--- src/isaPkg.sv ---
// ----------------------------------------------------------
// MIPS integer ISA constants, opcodes and function codes
// Instruction word with its R, I and J format views
// ----------------------------------------------------------
package isaPkg;

	localparam int dataWidth    = 32;
	localparam int regAddrWidth = 5;
	localparam int regCount     = 32;

	localparam logic [regAddrWidth-1:0] linkReg       = 5'd31; // Return address of JAL, JALR
	localparam logic [regAddrWidth-1:0] syscallArgReg = 5'd2;  // v0

	// REGIMM branch kind sits in the rt field
	localparam logic [regAddrWidth-1:0] rtBltz = 5'd0;
	localparam logic [regAddrWidth-1:0] rtBgez = 5'd1;

	typedef enum logic [5:0] {
		opSpecial = 6'h00,
		opRegimm  = 6'h01,
		opJ       = 6'h02,
		opJal     = 6'h03,
		opBeq     = 6'h04,
		opBne     = 6'h05,
		opBlez    = 6'h06,
		opBgtz    = 6'h07,
		opAddi    = 6'h08,
		opAddiu   = 6'h09,
		opSlti    = 6'h0a,
		opAndi    = 6'h0c,
		opOri     = 6'h0d,
		opXori    = 6'h0e,
		opLui     = 6'h0f,
		opLw      = 6'h23,
		opSw      = 6'h2b
	} opcodeT;

	// SPECIAL function field
	typedef enum logic [5:0] {
		fnSll     = 6'h00,
		fnSrl     = 6'h02,
		fnSra     = 6'h03,
		fnJr      = 6'h08,
		fnJalr    = 6'h09,
		fnSyscall = 6'h0c,
		fnAdd     = 6'h20,
		fnAddu    = 6'h21,
		fnSub     = 6'h22,
		fnSubu    = 6'h23,
		fnAnd     = 6'h24,
		fnOr      = 6'h25,
		fnXor     = 6'h26,
		fnNor     = 6'h27,
		fnSlt     = 6'h2a,
		fnSltu    = 6'h2b
	} functT;

	typedef struct packed {
		opcodeT                  opcode;
		logic [regAddrWidth-1:0] rs;
		logic [regAddrWidth-1:0] rt;
		logic [regAddrWidth-1:0] rd;
		logic [4:0]              shamt;
		functT                   funct;
	} rFormatT;

	typedef struct packed {
		opcodeT                  opcode;
		logic [regAddrWidth-1:0] rs;
		logic [regAddrWidth-1:0] rt;
		logic [15:0]             imm;
	} iFormatT;

	typedef struct packed {
		opcodeT      opcode;
		logic [25:0] target; // Word index inside the 256 MB region
	} jFormatT;

	typedef union packed {
		rFormatT r;
		iFormatT i;
		jFormatT j;
	} instrT;

endpackage

--- src/pipePkg.sv ---
// ----------------------------------------------------------
// ALU operation codes, decode control and pipeline bundles
// ----------------------------------------------------------
package pipePkg;

	typedef enum logic [3:0] {
		aluPass = 4'd0, // Bubble, no operation
		aluAdd,
		aluAddu,
		aluSub,
		aluSubu,
		aluAnd,
		aluOr,
		aluXor,
		aluNor,
		aluSlt,
		aluSltu,
		aluSll,
		aluSrl,
		aluSra,
		aluLui
	} aluOpT;

	typedef struct packed {
		logic  regDst;   // Destination from rd
		logic  link;     // Writes return address
		logic  jump;
		logic  jumpReg;  // Target from rs
		logic  branch;
		logic  memRead;
		logic  memWrite;
		logic  memToReg;
		logic  aluSrc;   // Immediate as operand B
		logic  regWrite;
		logic  signExt;
		logic  syscall;
		aluOpT aluOp;
	} ctrlT;

	// Result on its way back to the register file
	typedef struct packed {
		logic                              valid;
		logic [isaPkg::regAddrWidth-1:0]   regAddr;
		logic [isaPkg::dataWidth-1:0]      data;
	} fwdT;

	// ----------------------------------------------------------
	// ID/EX bundle
	// ----------------------------------------------------------
	typedef struct packed {
		logic [isaPkg::dataWidth-1:0]      operandA;
		logic [isaPkg::dataWidth-1:0]      operandB;
		logic [isaPkg::dataWidth-1:0]      storeData;
		logic [isaPkg::regAddrWidth-1:0]   srcRegA;  // For EX forwarding
		logic [isaPkg::regAddrWidth-1:0]   srcRegB;
		logic [isaPkg::regAddrWidth-1:0]   destReg;
		logic                              doWriteback;
		logic                              memRead;
		logic                              memWrite;
		logic                              memToReg;
		aluOpT                             aluOp;
		logic                              aluSrc;
		logic [4:0]                        shamt;
	} idExT;

	localparam logic [isaPkg::dataWidth-1:0] linkOffset = 32'd4; // Link value is pca + 4

endpackage

--- src/instrDecoder.sv ---
// ----------------------------------------------------------
// Combinational decoder for the integer instruction subset
// ----------------------------------------------------------
`timescale 1ns/1ps

module instrDecoder (
	input  isaPkg::instrT                     instr,
	output pipePkg::ctrlT                     ctrl,
	output logic [isaPkg::regAddrWidth-1:0]   rs,
	output logic [isaPkg::regAddrWidth-1:0]   rt,
	output logic [isaPkg::regAddrWidth-1:0]   destReg,
	output logic [isaPkg::dataWidth-1:0]      imm
);

	assign rs = instr.r.rs;
	assign rt = instr.r.rt;

	always_comb begin
		ctrl = '0; // Unknown codes decode as a NOP
		case (instr.r.opcode)
			isaPkg::opSpecial: begin
				ctrl.regDst   = 1'b1;
				ctrl.regWrite = 1'b1;
				case (instr.r.funct)
					isaPkg::fnSll:  ctrl.aluOp = pipePkg::aluSll;
					isaPkg::fnSrl:  ctrl.aluOp = pipePkg::aluSrl;
					isaPkg::fnSra:  ctrl.aluOp = pipePkg::aluSra;
					isaPkg::fnAdd:  ctrl.aluOp = pipePkg::aluAdd;
					isaPkg::fnAddu: ctrl.aluOp = pipePkg::aluAddu;
					isaPkg::fnSub:  ctrl.aluOp = pipePkg::aluSub;
					isaPkg::fnSubu: ctrl.aluOp = pipePkg::aluSubu;
					isaPkg::fnAnd:  ctrl.aluOp = pipePkg::aluAnd;
					isaPkg::fnOr:   ctrl.aluOp = pipePkg::aluOr;
					isaPkg::fnXor:  ctrl.aluOp = pipePkg::aluXor;
					isaPkg::fnNor:  ctrl.aluOp = pipePkg::aluNor;
					isaPkg::fnSlt:  ctrl.aluOp = pipePkg::aluSlt;
					isaPkg::fnSltu: ctrl.aluOp = pipePkg::aluSltu;
					isaPkg::fnJr: begin
						ctrl.regDst   = 1'b0;
						ctrl.regWrite = 1'b0;
						ctrl.jump     = 1'b1;
						ctrl.jumpReg  = 1'b1;
					end
					isaPkg::fnJalr: begin
						ctrl.regDst  = 1'b0; // Links through r31
						ctrl.link    = 1'b1;
						ctrl.jump    = 1'b1;
						ctrl.jumpReg = 1'b1;
						ctrl.aluOp   = pipePkg::aluAdd;
					end
					isaPkg::fnSyscall: begin
						ctrl.regDst   = 1'b0;
						ctrl.regWrite = 1'b0;
						ctrl.syscall  = 1'b1;
						ctrl.aluOp    = pipePkg::aluAdd; // Passes the v0 argument on
					end
					default: ctrl = '0;
				endcase
			end
			isaPkg::opRegimm: begin
				if (instr.i.rt == isaPkg::rtBltz || instr.i.rt == isaPkg::rtBgez) begin
					ctrl.branch  = 1'b1;
					ctrl.signExt = 1'b1;
				end
			end
			isaPkg::opBeq, isaPkg::opBne, isaPkg::opBlez, isaPkg::opBgtz: begin
				ctrl.branch  = 1'b1;
				ctrl.signExt = 1'b1; // Signed word offset
			end
			isaPkg::opJ: ctrl.jump = 1'b1;
			isaPkg::opJal: begin
				ctrl.link     = 1'b1;
				ctrl.jump     = 1'b1;
				ctrl.regWrite = 1'b1;
				ctrl.aluOp    = pipePkg::aluAdd;
			end
			isaPkg::opLw: begin
				ctrl.memRead  = 1'b1;
				ctrl.memToReg = 1'b1;
				ctrl.aluSrc   = 1'b1;
				ctrl.regWrite = 1'b1;
				ctrl.signExt  = 1'b1;
				ctrl.aluOp    = pipePkg::aluAdd;
			end
			isaPkg::opSw: begin
				ctrl.memWrite = 1'b1;
				ctrl.aluSrc   = 1'b1;
				ctrl.signExt  = 1'b1;
				ctrl.aluOp    = pipePkg::aluAdd;
			end
			isaPkg::opAddi, isaPkg::opAddiu, isaPkg::opSlti, isaPkg::opAndi,
			isaPkg::opOri, isaPkg::opXori, isaPkg::opLui: begin
				ctrl.aluSrc   = 1'b1;
				ctrl.regWrite = 1'b1;
				// Logical immediates are zero-extended
				ctrl.signExt  = instr.i.opcode inside {isaPkg::opAddi, isaPkg::opAddiu,
					isaPkg::opSlti};
				case (instr.i.opcode)
					isaPkg::opAddi:  ctrl.aluOp = pipePkg::aluAdd;
					isaPkg::opAddiu: ctrl.aluOp = pipePkg::aluAddu;
					isaPkg::opSlti:  ctrl.aluOp = pipePkg::aluSlt;
					isaPkg::opAndi:  ctrl.aluOp = pipePkg::aluAnd;
					isaPkg::opOri:   ctrl.aluOp = pipePkg::aluOr;
					isaPkg::opXori:  ctrl.aluOp = pipePkg::aluXor;
					default:         ctrl.aluOp = pipePkg::aluLui;
				endcase
			end
			default: ctrl = '0;
		endcase
	end

	always_comb begin
		if (ctrl.regDst)
			destReg = instr.r.rd;
		else if (ctrl.link)
			destReg = isaPkg::linkReg;
		else if (ctrl.syscall)
			destReg = '0;
		else
			destReg = instr.i.rt;
	end

	assign imm = ctrl.signExt ? {{(isaPkg::dataWidth-16){instr.i.imm[15]}}, instr.i.imm}
		: {{(isaPkg::dataWidth-16){1'b0}}, instr.i.imm};

	// Fetch redirect logic relies on jumps never being branches
	always_comb begin
		assert (!(ctrl.jump && ctrl.branch)) else $error("Decode set jump and branch together");
	end

endmodule

--- src/regFile.sv ---
// ----------------------------------------------------------
// 32 x 32 register file, two read ports plus a v0 tap
// ----------------------------------------------------------
`timescale 1ns/1ps

module regFile (
	input  logic                              CLK,
	input  logic [isaPkg::regAddrWidth-1:0]   rs,
	input  logic [isaPkg::regAddrWidth-1:0]   rt,
	input  pipePkg::fwdT                      wbWrite,
	output logic [isaPkg::dataWidth-1:0]      rsData,
	output logic [isaPkg::dataWidth-1:0]      rtData,
	output logic [isaPkg::dataWidth-1:0]      r2Data
);

	logic [isaPkg::dataWidth-1:0] regs [isaPkg::regCount];

	// Reads return the old value in the writing cycle
	assign rsData = regs[rs];
	assign rtData = regs[rt];
	assign r2Data = regs[isaPkg::syscallArgReg]; // Syscall argument

	always_ff @(posedge CLK) begin
		if (wbWrite.valid)
			regs[wbWrite.regAddr] <= wbWrite.data;
	end

endmodule

--- src/operandForward.sv ---
// ----------------------------------------------------------
// Comparison operand forwarding from EX, MEM and WB
// ----------------------------------------------------------
`timescale 1ns/1ps

module operandForward (
	input  logic [isaPkg::regAddrWidth-1:0]   rs,
	input  logic [isaPkg::regAddrWidth-1:0]   rt,
	input  pipePkg::fwdT                      exFwd,
	input  pipePkg::fwdT                      memFwd,
	input  pipePkg::fwdT                      wbFwd,
	input  logic [isaPkg::dataWidth-1:0]      rsData,
	input  logic [isaPkg::dataWidth-1:0]      rtData,
	output logic [isaPkg::dataWidth-1:0]      cmpA,
	output logic [isaPkg::dataWidth-1:0]      cmpB
);

	// Youngest producer wins, register 0 included
	function automatic logic [isaPkg::dataWidth-1:0] resolve(
		input logic [isaPkg::regAddrWidth-1:0] r,
		input logic [isaPkg::dataWidth-1:0]    fileData
	);
		if (exFwd.valid && exFwd.regAddr == r)
			return exFwd.data;
		if (memFwd.valid && memFwd.regAddr == r)
			return memFwd.data;
		if (wbFwd.valid && wbFwd.regAddr == r)
			return wbFwd.data;
		return fileData;
	endfunction

	always_comb begin
		cmpA = resolve(rs, rsData);
		cmpB = resolve(rt, rtData);
	end

	// A valid producer upstream must deliver defined data
	always_comb begin
		if (exFwd.valid === 1'b1)
			assert (!$isunknown(exFwd.data)) else $error("EX forward data is X");
		if (memFwd.valid === 1'b1)
			assert (!$isunknown(memFwd.data)) else $error("MEM forward data is X");
		if (wbFwd.valid === 1'b1)
			assert (!$isunknown(wbFwd.data)) else $error("WB forward data is X");
	end

endmodule

--- src/branchUnit.sv ---
// ----------------------------------------------------------
// Branch conditions, jump targets and fetch redirect
// ----------------------------------------------------------
`timescale 1ns/1ps

module branchUnit (
	input  pipePkg::ctrlT                  ctrl,
	input  isaPkg::instrT                  instr,
	input  logic [isaPkg::dataWidth-1:0]   cmpA,
	input  logic [isaPkg::dataWidth-1:0]   cmpB,
	input  logic [isaPkg::dataWidth-1:0]   imm,
	input  logic [isaPkg::dataWidth-1:0]   pca,
	input  logic [isaPkg::dataWidth-1:0]   cia,
	output logic                           redirect,
	output logic [isaPkg::dataWidth-1:0]   nextAddr
);

	logic condMet;
	logic taken;

	always_comb begin
		case (instr.i.opcode)
			isaPkg::opBeq:  condMet = (cmpA == cmpB);
			isaPkg::opBne:  condMet = (cmpA != cmpB);
			isaPkg::opBlez: condMet = ($signed(cmpA) <= 0);
			isaPkg::opBgtz: condMet = ($signed(cmpA) > 0);
			isaPkg::opRegimm: begin
				if (instr.i.rt == isaPkg::rtBgez)
					condMet = ($signed(cmpA) >= 0);
				else
					condMet = ($signed(cmpA) < 0); // BLTZ
			end
			default: condMet = 1'b0;
		endcase
	end

	assign taken    = ctrl.branch && condMet;
	assign redirect = ctrl.jump || taken;

	always_comb begin
		if (ctrl.jump && ctrl.jumpReg)
			nextAddr = cmpA;                                  // JR, JALR
		else if (ctrl.jump)
			nextAddr = {cia[31:28], instr.j.target, 2'b00};   // Same 256 MB region
		else if (taken)
			nextAddr = pca + (imm << 2);
		else
			nextAddr = pca;
	end

endmodule

--- src/idExRegister.sv ---
// ----------------------------------------------------------
// SYSCALL bubble counter and the ID/EX pipeline register
// ----------------------------------------------------------
`timescale 1ns/1ps

module idExRegister #(
	parameter int syscallBubbles = 3
) (
	input  logic                              CLK,
	input  logic                              RESET,
	input  logic                              FREEZE,
	input  pipePkg::ctrlT                     ctrl,
	input  logic [isaPkg::regAddrWidth-1:0]   rs,
	input  logic [isaPkg::regAddrWidth-1:0]   rt,
	input  logic [isaPkg::regAddrWidth-1:0]   destReg,
	input  logic [isaPkg::dataWidth-1:0]      imm,
	input  logic [4:0]                        shamt,
	input  logic [isaPkg::dataWidth-1:0]      rsData,
	input  logic [isaPkg::dataWidth-1:0]      rtData,
	input  logic [isaPkg::dataWidth-1:0]      r2Data,
	input  logic [isaPkg::dataWidth-1:0]      pca,
	input  logic [isaPkg::dataWidth-1:0]      r2Input,
	input  logic [isaPkg::dataWidth-1:0]      nextAddr,
	output logic                              insertBubble,
	output logic                              sysStrobe,
	output pipePkg::idExT                     idEx,
	output logic [isaPkg::dataWidth-1:0]      nextPc,
	output logic [isaPkg::dataWidth-1:0]      r2Value
);

	localparam int cntWidth = (syscallBubbles > 0) ? $clog2(syscallBubbles + 1) : 1;
	localparam logic [cntWidth-1:0] cntReload = cntWidth'(syscallBubbles);

	logic [cntWidth-1:0] bubbleCnt;
	pipePkg::idExT       bundle;

	// ----------------------------------------------------------
	// SYSCALL sequence
	// ----------------------------------------------------------
	assign insertBubble = ctrl.syscall && (bubbleCnt != '0);
	assign sysStrobe    = ctrl.syscall && (bubbleCnt == '0);

	always_ff @(posedge CLK or negedge RESET) begin
		if (!RESET) begin
			bubbleCnt <= cntReload;
		end else if (!FREEZE) begin
			if (!ctrl.syscall || bubbleCnt == '0)
				bubbleCnt <= cntReload; // Idle or strobe done
			else
				bubbleCnt <= bubbleCnt - 1'b1;
		end
	end

	// ----------------------------------------------------------
	// Next bundle
	// ----------------------------------------------------------
	always_comb begin
		bundle = '0;
		if (ctrl.link)
			bundle.operandA = pca;
		else if (ctrl.syscall)
			bundle.operandA = r2Input;
		else
			bundle.operandA = rsData;

		if (ctrl.link)
			bundle.operandB = pipePkg::linkOffset;
		else if (ctrl.syscall)
			bundle.operandB = '0;
		else if (ctrl.aluSrc)
			bundle.operandB = imm;
		else
			bundle.operandB = rtData;

		bundle.storeData   = rtData;
		// Sources that are not read must not trigger EX forwarding
		bundle.srcRegA     = (ctrl.link || ctrl.syscall) ? '0 : rs;
		bundle.srcRegB     = (ctrl.aluSrc || ctrl.link || ctrl.syscall) ? '0 : rt;
		bundle.destReg     = destReg;
		bundle.doWriteback = ctrl.regWrite && (destReg != '0);
		bundle.memRead     = ctrl.memRead;
		bundle.memWrite    = ctrl.memWrite;
		bundle.memToReg    = ctrl.memToReg;
		bundle.aluOp       = ctrl.aluOp;
		bundle.aluSrc      = ctrl.aluSrc;
		bundle.shamt       = shamt;
	end

	always_ff @(posedge CLK or negedge RESET) begin
		if (!RESET) begin
			idEx    <= '0;
			nextPc  <= '0;
			r2Value <= '0;
		end else if (!FREEZE) begin
			if (insertBubble) begin
				idEx   <= '0;
				nextPc <= '0;
			end else begin
				idEx   <= bundle;
				nextPc <= nextAddr;
			end
			r2Value <= r2Data;
		end
	end

	// The v0 argument only reaches operandA when no link or write rides along
	assert property (@(posedge CLK) disable iff (!RESET)
		ctrl.syscall |-> !(ctrl.link || ctrl.regWrite || ctrl.memWrite))
		else $error("SYSCALL decoded with a link, register write or memory write");

endmodule

--- src/idStage.sv ---
// ----------------------------------------------------------
// Instruction decode stage top level
// ----------------------------------------------------------
`timescale 1ns/1ps

module idStage #(
	parameter int syscallBubbles = 3
) (
	input  logic                          CLK,
	input  logic                          RESET,
	input  logic                          FREEZE,
	input  isaPkg::instrT                 instr,
	input  logic [isaPkg::dataWidth-1:0]  pca,      // Address after instr
	input  logic [isaPkg::dataWidth-1:0]  cia,
	input  logic [isaPkg::dataWidth-1:0]  exResult,
	input  pipePkg::fwdT                  memFwd,
	input  pipePkg::fwdT                  wbWrite,  // Register write and WB forward
	input  logic [isaPkg::dataWidth-1:0]  r2Input,
	output pipePkg::idExT                 idEx,
	output logic [isaPkg::dataWidth-1:0]  nextPc,
	output logic [isaPkg::dataWidth-1:0]  r2Value,
	output logic                          redirect,
	output logic                          insertBubble,
	output logic                          sysStrobe
);

	pipePkg::ctrlT                     ctrl;
	pipePkg::fwdT                      exFwd;
	logic [isaPkg::regAddrWidth-1:0]   rs;
	logic [isaPkg::regAddrWidth-1:0]   rt;
	logic [isaPkg::regAddrWidth-1:0]   destReg;
	logic [isaPkg::dataWidth-1:0]      imm;
	logic [isaPkg::dataWidth-1:0]      rsData;
	logic [isaPkg::dataWidth-1:0]      rtData;
	logic [isaPkg::dataWidth-1:0]      r2Data;
	logic [isaPkg::dataWidth-1:0]      cmpA;
	logic [isaPkg::dataWidth-1:0]      cmpB;
	logic [isaPkg::dataWidth-1:0]      nextAddr;

	// Instruction now in EX
	assign exFwd.valid   = idEx.doWriteback;
	assign exFwd.regAddr = idEx.destReg;
	assign exFwd.data    = exResult;

	instrDecoder u_decoder (
		.instr(instr), .ctrl(ctrl), .rs(rs), .rt(rt), .destReg(destReg), .imm(imm)
	);

	regFile u_regFile (
		.CLK(CLK), .rs(rs), .rt(rt), .wbWrite(wbWrite),
		.rsData(rsData), .rtData(rtData), .r2Data(r2Data)
	);

	operandForward u_forward (
		.rs(rs), .rt(rt), .exFwd(exFwd), .memFwd(memFwd), .wbFwd(wbWrite),
		.rsData(rsData), .rtData(rtData), .cmpA(cmpA), .cmpB(cmpB)
	);

	branchUnit u_branch (
		.ctrl(ctrl), .instr(instr), .cmpA(cmpA), .cmpB(cmpB), .imm(imm),
		.pca(pca), .cia(cia), .redirect(redirect), .nextAddr(nextAddr)
	);

	idExRegister #(.syscallBubbles(syscallBubbles)) u_idExReg (
		.CLK(CLK), .RESET(RESET), .FREEZE(FREEZE), .ctrl(ctrl),
		.rs(rs), .rt(rt), .destReg(destReg), .imm(imm), .shamt(instr.r.shamt),
		.rsData(rsData), .rtData(rtData), .r2Data(r2Data),
		.pca(pca), .r2Input(r2Input), .nextAddr(nextAddr),
		.insertBubble(insertBubble), .sysStrobe(sysStrobe),
		.idEx(idEx), .nextPc(nextPc), .r2Value(r2Value)
	);

endmodule

--- config.mk ---
export PLATFORM = sky130hd
export DESIGN_NAME = idStage
export DESIGN_NICKNAME = d
export VERILOG_FILES = /design/src/isaPkg.sv /design/src/pipePkg.sv /design/src/instrDecoder.sv /design/src/regFile.sv /design/src/operandForward.sv /design/src/branchUnit.sv /design/src/idExRegister.sv /design/src/idStage.sv
export SDC_FILE = /design/constraint.sdc
export NUM_CORES = 2
export LEC_CHECK = 0
export BUFFER_PORTS_ARGS = -buffer_cell sky130_fd_sc_hd__buf_2
export CAP_MARGIN = 20
export CORE_ASPECT_RATIO = 0.5
export CORE_MARGIN = 2
export CORE_UTILIZATION = 35
export CTS_BUF_LIST = sky130_fd_sc_hd__clkbuf_8 sky130_fd_sc_hd__clkbuf_16
export DETAILED_ROUTE_END_ITERATION = 8
export SYNTH_ARGS = -nofsm -noshare
export SYNTH_HDL_FRONTEND = slang
export SYNTH_SLANG_ARGS = --single-unit
--- constraint.sdc ---
create_clock -name CLK -period 18.7 [get_ports CLK]
set_input_delay 4.675 -clock CLK [delete_from_list [all_inputs] [get_ports CLK]]
set_output_delay 4.675 -clock CLK [all_outputs]
set_load 0.05 [all_outputs]
After elaboration in Yosys (flattened, before gate mapping)
Memories as Yosys holds them, arrays and structs flattened. A register that Yosys moved wholly into a read port is not among the register bits.
Index checks and enable logic that the tools add are counted.

cells by class
  add/sub/neg operators = 2
  $lt $le $gt $ge = 4
  equality and inequality tests = 40
  muxes and demuxes = 65
  reduce and logical (&&, ||, !) cells = 38

operators with widths
  kind                                                                                  number
  32-bit two-way mux                                                                    22
  125-bit two-way mux                                                                   1
  6-bit equality test, second input constant                                            12
  6-bit by 4-bit equality test with 1-bit output, second input constant                 10
  4-bit one-hot mux with 13 select lines                                                1
  32-bit adder                                                                          1
  32-bit equality test                                                                  1
  32-bit by 1-bit greater-or-equal comparator with 1-bit output, second input constant  1
  32-bit by 1-bit greater-than comparator with 1-bit output, second input constant      1
  32-bit by 1-bit <= comparator with 1-bit output, second input constant                1
  32-bit by 1-bit < comparator with 1-bit output, second input constant                 1
  32-bit != test                                                                        1
  5-bit equality test                                                                   6
  1-bit two-way mux                                                                     26
  5-bit two-way mux                                                                     5
  6-bit by 2-bit equality test with 1-bit output, second input constant                 4
  6-bit by 3-bit equality test with 1-bit output, second input constant                 4
  4-bit one-hot mux with 6 select lines                                                 1
  9-bit OR reduction                                                                    2
  14-bit OR reduction                                                                   1
  13-bit OR reduction                                                                   1
  6-bit zero test                                                                       2
  4-bit one-hot mux with 3 select lines                                                 1
  1-bit logical AND                                                                     11
  other kinds (19)                                                                      32

word-level totals
  register bits after elaboration = 159
  memory bits (writable) = 1024
  bits of input ports = 239
  output and inout bits = 192
  logic and storage cells = 165
  memories kept = 1

memories
  name            words  bits a word  rd ports  clocked after Yosys merged registers in  wr ports  line           source
  u_regFile.regs  32     32           3         1                                        1         regFile.sv:16  logic [isaPkg::dataWidth-1:0] regs [isaPkg::regCount];

Depth between registers and ports, before layout
  depth in word-level cells = 17
  gate-level depth with buffers = 24

By module
Synthesis repeated with hierarchy kept, for this count alone.

unflattened totals
  cell total of the unflattened synthesis = 5110
  area, all modules = 63860.0 um2

by module, submodules not included
  module          instances  cells each  area each (um2)
  regFile         1          3386        48790.5
  idExRegister    1          784         8361.8
  branchUnit      1          413         3074.2
  operandForward  1          384         2686.3
  instrDecoder    1          143         947.2

Worst setup path after synthesis
No wires, ideal clock.

  kind = input to output
  start point = in instr[16] (netlist bit)
  end point = out redirect
  arrival = 8.283 ns
  required time = 14.025 ns
  path slack = 5.742 ns
  stages = 17
  path buffers = 6
  cell sequence = buf_2 > buf_4 > buf_6 > buf_2 > mux4_2 > a22oi_1 > nand4_1 > o2bb2ai_1 > xor2_1 > nand4_1 > nor4_1 > and3_1 > mux2i_2 > nand3_4 > buf_2 > buf_4 > or2_2

on the way
  word-level cells in the longest chain between the ends = 12
  elaborated cells on any way between the ends = 29

RTL lines
  element                                                 line                                source
  start: declaration                                      idStage.sv:12                       input isaPkg::instrT instr,
  5-bit equality test                                     operandForward.sv:27                if (wbFwd.valid && wbFwd.regAddr == r)
  1-bit logical AND                                       operandForward.sv:27
  1-bit two-way mux (2 in a row)                          operandForward.sv:27
  1-bit two-way mux                                       operandForward.sv:25                if (memFwd.valid && memFwd.regAddr == r)
  32-bit two-way mux                                      operandForward.sv:29                return fileData;
  32-bit two-way mux                                      operandForward.sv:27
  32-bit two-way mux                                      operandForward.sv:25
  32-bit != test or 32-bit equality test (tied branches)  branchUnit.sv:24, branchUnit.sv:23
  1-bit one-hot mux with 5 select lines                   branchUnit.sv:22                    case (instr.i.opcode)
  1-bit logical AND (*)                                   branchUnit.sv:37                    assign taken = ctrl.branch && condMet;
  1-bit logical OR (*)                                    branchUnit.sv:38                    assign redirect = ctrl.jump || taken;
  end: declaration                                        idStage.sv:22                       output logic redirect,

Every way passes the cells marked *; elsewhere a longest branch is shown, timed or not. The select of a mux whose other input is x is not followed.

Final worst setup path
  start point = in instr[22] (netlist bit)
  end point = out redirect

on the way
  word-level cells in the longest chain between the ends = 13
  elaborated cells on any way between the ends = 28

RTL lines
  element                                                                                                                          line                                source
  5-bit equality test                                                                                                              operandForward.sv:27
  1-bit logical AND                                                                                                                operandForward.sv:27
  1-bit two-way mux (2 in a row)                                                                                                   operandForward.sv:27
  1-bit two-way mux                                                                                                                operandForward.sv:25
  32-bit two-way mux                                                                                                               operandForward.sv:29
  32-bit two-way mux                                                                                                               operandForward.sv:27
  32-bit two-way mux (*)                                                                                                           operandForward.sv:25
  32-bit by 1-bit < comparator with 1-bit output or 32-bit by 1-bit greater-or-equal comparator with 1-bit output (tied branches)  branchUnit.sv:31, branchUnit.sv:29
  1-bit two-way mux                                                                                                                branchUnit.sv:28                    if (instr.i.rt == isaPkg::rtBgez)
  1-bit one-hot mux with 5 select lines (*)                                                                                        branchUnit.sv:22
  1-bit logical AND (*)                                                                                                            branchUnit.sv:37
  1-bit logical OR (*)                                                                                                             branchUnit.sv:38

Marked as above.

==> impl_metrics.py <==
metrics = {
    "synthesis": {
        "synth-async-reset-ratio": 0.1565,
        "synth.net_count": 4434,
        "netlist_area_mm2": 0.06049,
        "synth_cells": 4162,
        "synth_ff_type": "edfxtp_1",
        "ys_types": 89,
        "synthTopCellsByArea": "edfxtp_1 (51%), mux4_2 (12%), dfrtp_1 (7.8%)",
        "synth_top_area_cell": "edfxtp_1",
        "synth-edff-count": 1024,
        "ys_seq_area_frac": 0.5870,
        "ys.warnings.count": 0,
        "ys_ff_latch": 1214,
        "synth_top_area_share": 0.5084,
        "avgSynthCellArea_um2": 14.53,
    },
    "status": {
        "status": "finished clean",
    },
    "sta": {
        "report.final.slew_viol_count": 0,
        "maxSlewHeadroom": 0.1316,
        "setup_viol": 0,
        "finalHoldViolations": 0,
        "tns_ps": 0,
        "fmax_mhz": 63.54,
        "worst_slack_ps": 2961,
        "fin_crit_ps": 15740,
        "finalCritPeriodShare": 0.8417,
        "rsz0062_at_grt": "no",
        "worst_pin_slew_ps": 1295,
        "clock-skew-final_ps": 59.07,
    },
    "clock_tree": {
        "numCtsBuffers": 117,
        "holdBufCountCts": 0,
        "ctsResizeCount": 0,
        "clk_pin_slew_ps": 60,
        "cts_tree": "built",
        "cts.sinks": 1214,
        "cts-root-to-sink-buffers": 3,
        "h-tree-depth": 3,
        "root_buffer": "clkbuf_16",
        "postCtsSetupBuffers": 0,
        "clock_latency_ps": 790,
    },
    "cells_and_area": {
        "layout_commonest_cell": "edfxtp_1",
        "layout.nets": 4754,
        "stdcell_area_mm2": 0.06908,
        "area_growth_syn_to_layout_pct": 14.21,
        "postLayoutCoreUtil": 0.4041,
        "post_route_cells_drive_above_1_share": 0.2544,
        "final_cell_mix": "edfxtp_1 (1024), buf_2 (395), mux2i_1 (394)",
    },
    "die": {
        "num_rows": 107,
        "coreArea_mm2": 0.1710,
        "chipHeight_um": 298.0,
        "die_w_um": 591.9,
        "boundaryPins": 431,
        "start_util": 0.3538,
        "dieArea_mm2": 0.1764,
    },
    "hold_path": {
        "hp-class": "reg2reg",
    },
    "pwr": {
        "seqPwrFrac": 0.472,
        "p_leak_nw": 24.48,
        "clockPowerShare": 0.369,
        "p_per_area_mw_per_mm2": 93.90,
        "ir_drop_uv": 73.50,
        "swShare": 0.2878,
        "power.internal_mw": 4.620,
        "p_sw_mw": 1.867,
        "p_comb_frac": 0.159,
    },
    "route": {
        "wl_per_cell_um": 36.98,
        "drc": 0,
        "first_pass_iters": 8,
        "wl_met1_um": 93960,
        "vias_per_cell": 6.496,
        "drtIter0Drc": 7322,
        "highest_layer": "met5",
        "num_vias": 44740,
        "wl_um": 254700,
        "dr_wl_met3_um": 36010,
        "final_antenna_net_count": 0,
        "wl_met2_um": 109100,
    },
    "critical_path": {
        "cp_max_fo": 51,
        "worstSetupEndpointType": "primary output",
        "startpoint_type": "input pin",
        "worstPathArrival_ps": 11060,
        "required_ps": 14030,
        "critical_path_class": "in2out",
    },
    "grt": {
        "first_global_vias": 43050,
        "grt_usage": 0.2803,
        "antenna_found_initial": 28,
        "grt_overflow_total": 0,
        "grt_max_degree": 123,
        "grt_pass1_wl_um": 345100,
    },
    "placed_design": {
        "dp_slack_ps": 3106,
        "place_hpwl_um": 167000,
        "dpl-instance-area_mm2": 0.06519,
        "portBuffers": 402,
        "gp_congestion": 0.9805,
    },
    "flow_run": {
        "drv_cap": 0,
    },
}
-- area by class of cell --
type	instances	area, um^2
antenna	15	37.54
clock buffer	128	3102
clock inverter	92	725.7
fill	15640	101900
inverter	42	157.7
multi-input combinational	2574	23550
sequential	1214	35510
tap	2289	2864
timing repair buffer	533	3138
-- critical path, stage by stage --
cell and delay [ps]:
buf_8 470, buf_4 790, mux4_2 610, a22oi_1 220
nand4_1 520, a22oi_1 860, xnor2_1 220, nand4_1 130
nor4_1 740, and3_1 320, mux2i_2 400, nand3_4 90
buf_4 320, or2_2 380, buf_2 220
-- power groups by stage --
stage          Sequential (mW)  Clock (mW)  Combinational (mW)
2_1_floorplan             3.27           0               0.433
3_3_place_gp              3.11           0               0.998
3_5_place_dp              3.11           0                1.01
4_1_cts                   3.06        2.41                1.01
5_1_grt                   3.06        2.52                1.06
6_report                  3.06        2.39                1.03
-- cells by family (layout without fill, tap and decap cells) --
group | count (synthesis) | count (layout) | synth area share
AO/OA/AOI/OAI | 895 | 895 | 0.1052
multiplexers | 765 | 765 | 0.1948
other | 0 | 15 | 0
buffers and inverters | 374 | 795 | 0.02952
flip-flops | 1214 | 1214 | 0.5870
AND/OR/NAND/NOR | 789 | 789 | 0.06317
XOR/XNOR | 92 | 92 | 0.01332
adder cells (fa/ha/maj) | 33 | 33 | 0.006950
-- state kept, by name, summed over array words and instances, names as in the netlist --
name	flops
u_regFile.regs	1024
u_idExReg.idEx	124
u_idExReg.nextPc	32
u_idExReg.r2Value	32
u_idExReg.bubbleCnt	2
-- cells in the mapped netlist (35+ instances only) --
cell	count
a21oi_1	148
a22oi_1	264
nand4_1	54
mux2i_1	394
mux4_2	325
buf_2	107
dfrtp_1	188
nand3_1	106
o21ai_0	131
inv_1	40
o221ai_1	58
a22o_1	66
xor2_1	44
nor3_1	79
edfxtp_1	1024
nand2_1	203
clkbuf_1	162
or3_1	35
mux2_2	43
nor2_1	188
xnor2_1	48
-- worst paths after layout --
path                                    start                    to  slack (ps)  depth (start not counted)
max                                 instr[22]              redirect        2960                         15
max in group asynchronous               RESET    u_idExReg.idEx[49]       12560                          3
min reg2reg                u_idExReg.idEx[80]    u_idExReg.idEx[80]         480                          2
min                        u_idExReg.idEx[80]    u_idExReg.idEx[80]         480                          2
min in group asynchronous               RESET   u_idExReg.idEx[103]        3830                          1
max reg2reg                u_idExReg.idEx[18]  u_idExReg.nextPc[13]       12280                         15
-- routing by layer --
layer,up-vias,track usage
met5,-,0
met4,20,0.1458
met3,722,0.1013
met2,3421,0.4094
met1,23050,0.3647
li1,17530,-
-- through the flow --
stage	hold slack [ps]	instances	power [mW]
6_report	475.7	6887	6.487
5_1_grt	508.6	6875	6.644
4_1_cts	479.4	6870	6.476
3_5_place_dp	464.0	6650	4.120
3_3_place_gp	452.6	6648	4.108
2_1_floorplan	456.3	4162	3.701
Power figures use the tool's default switching activity.
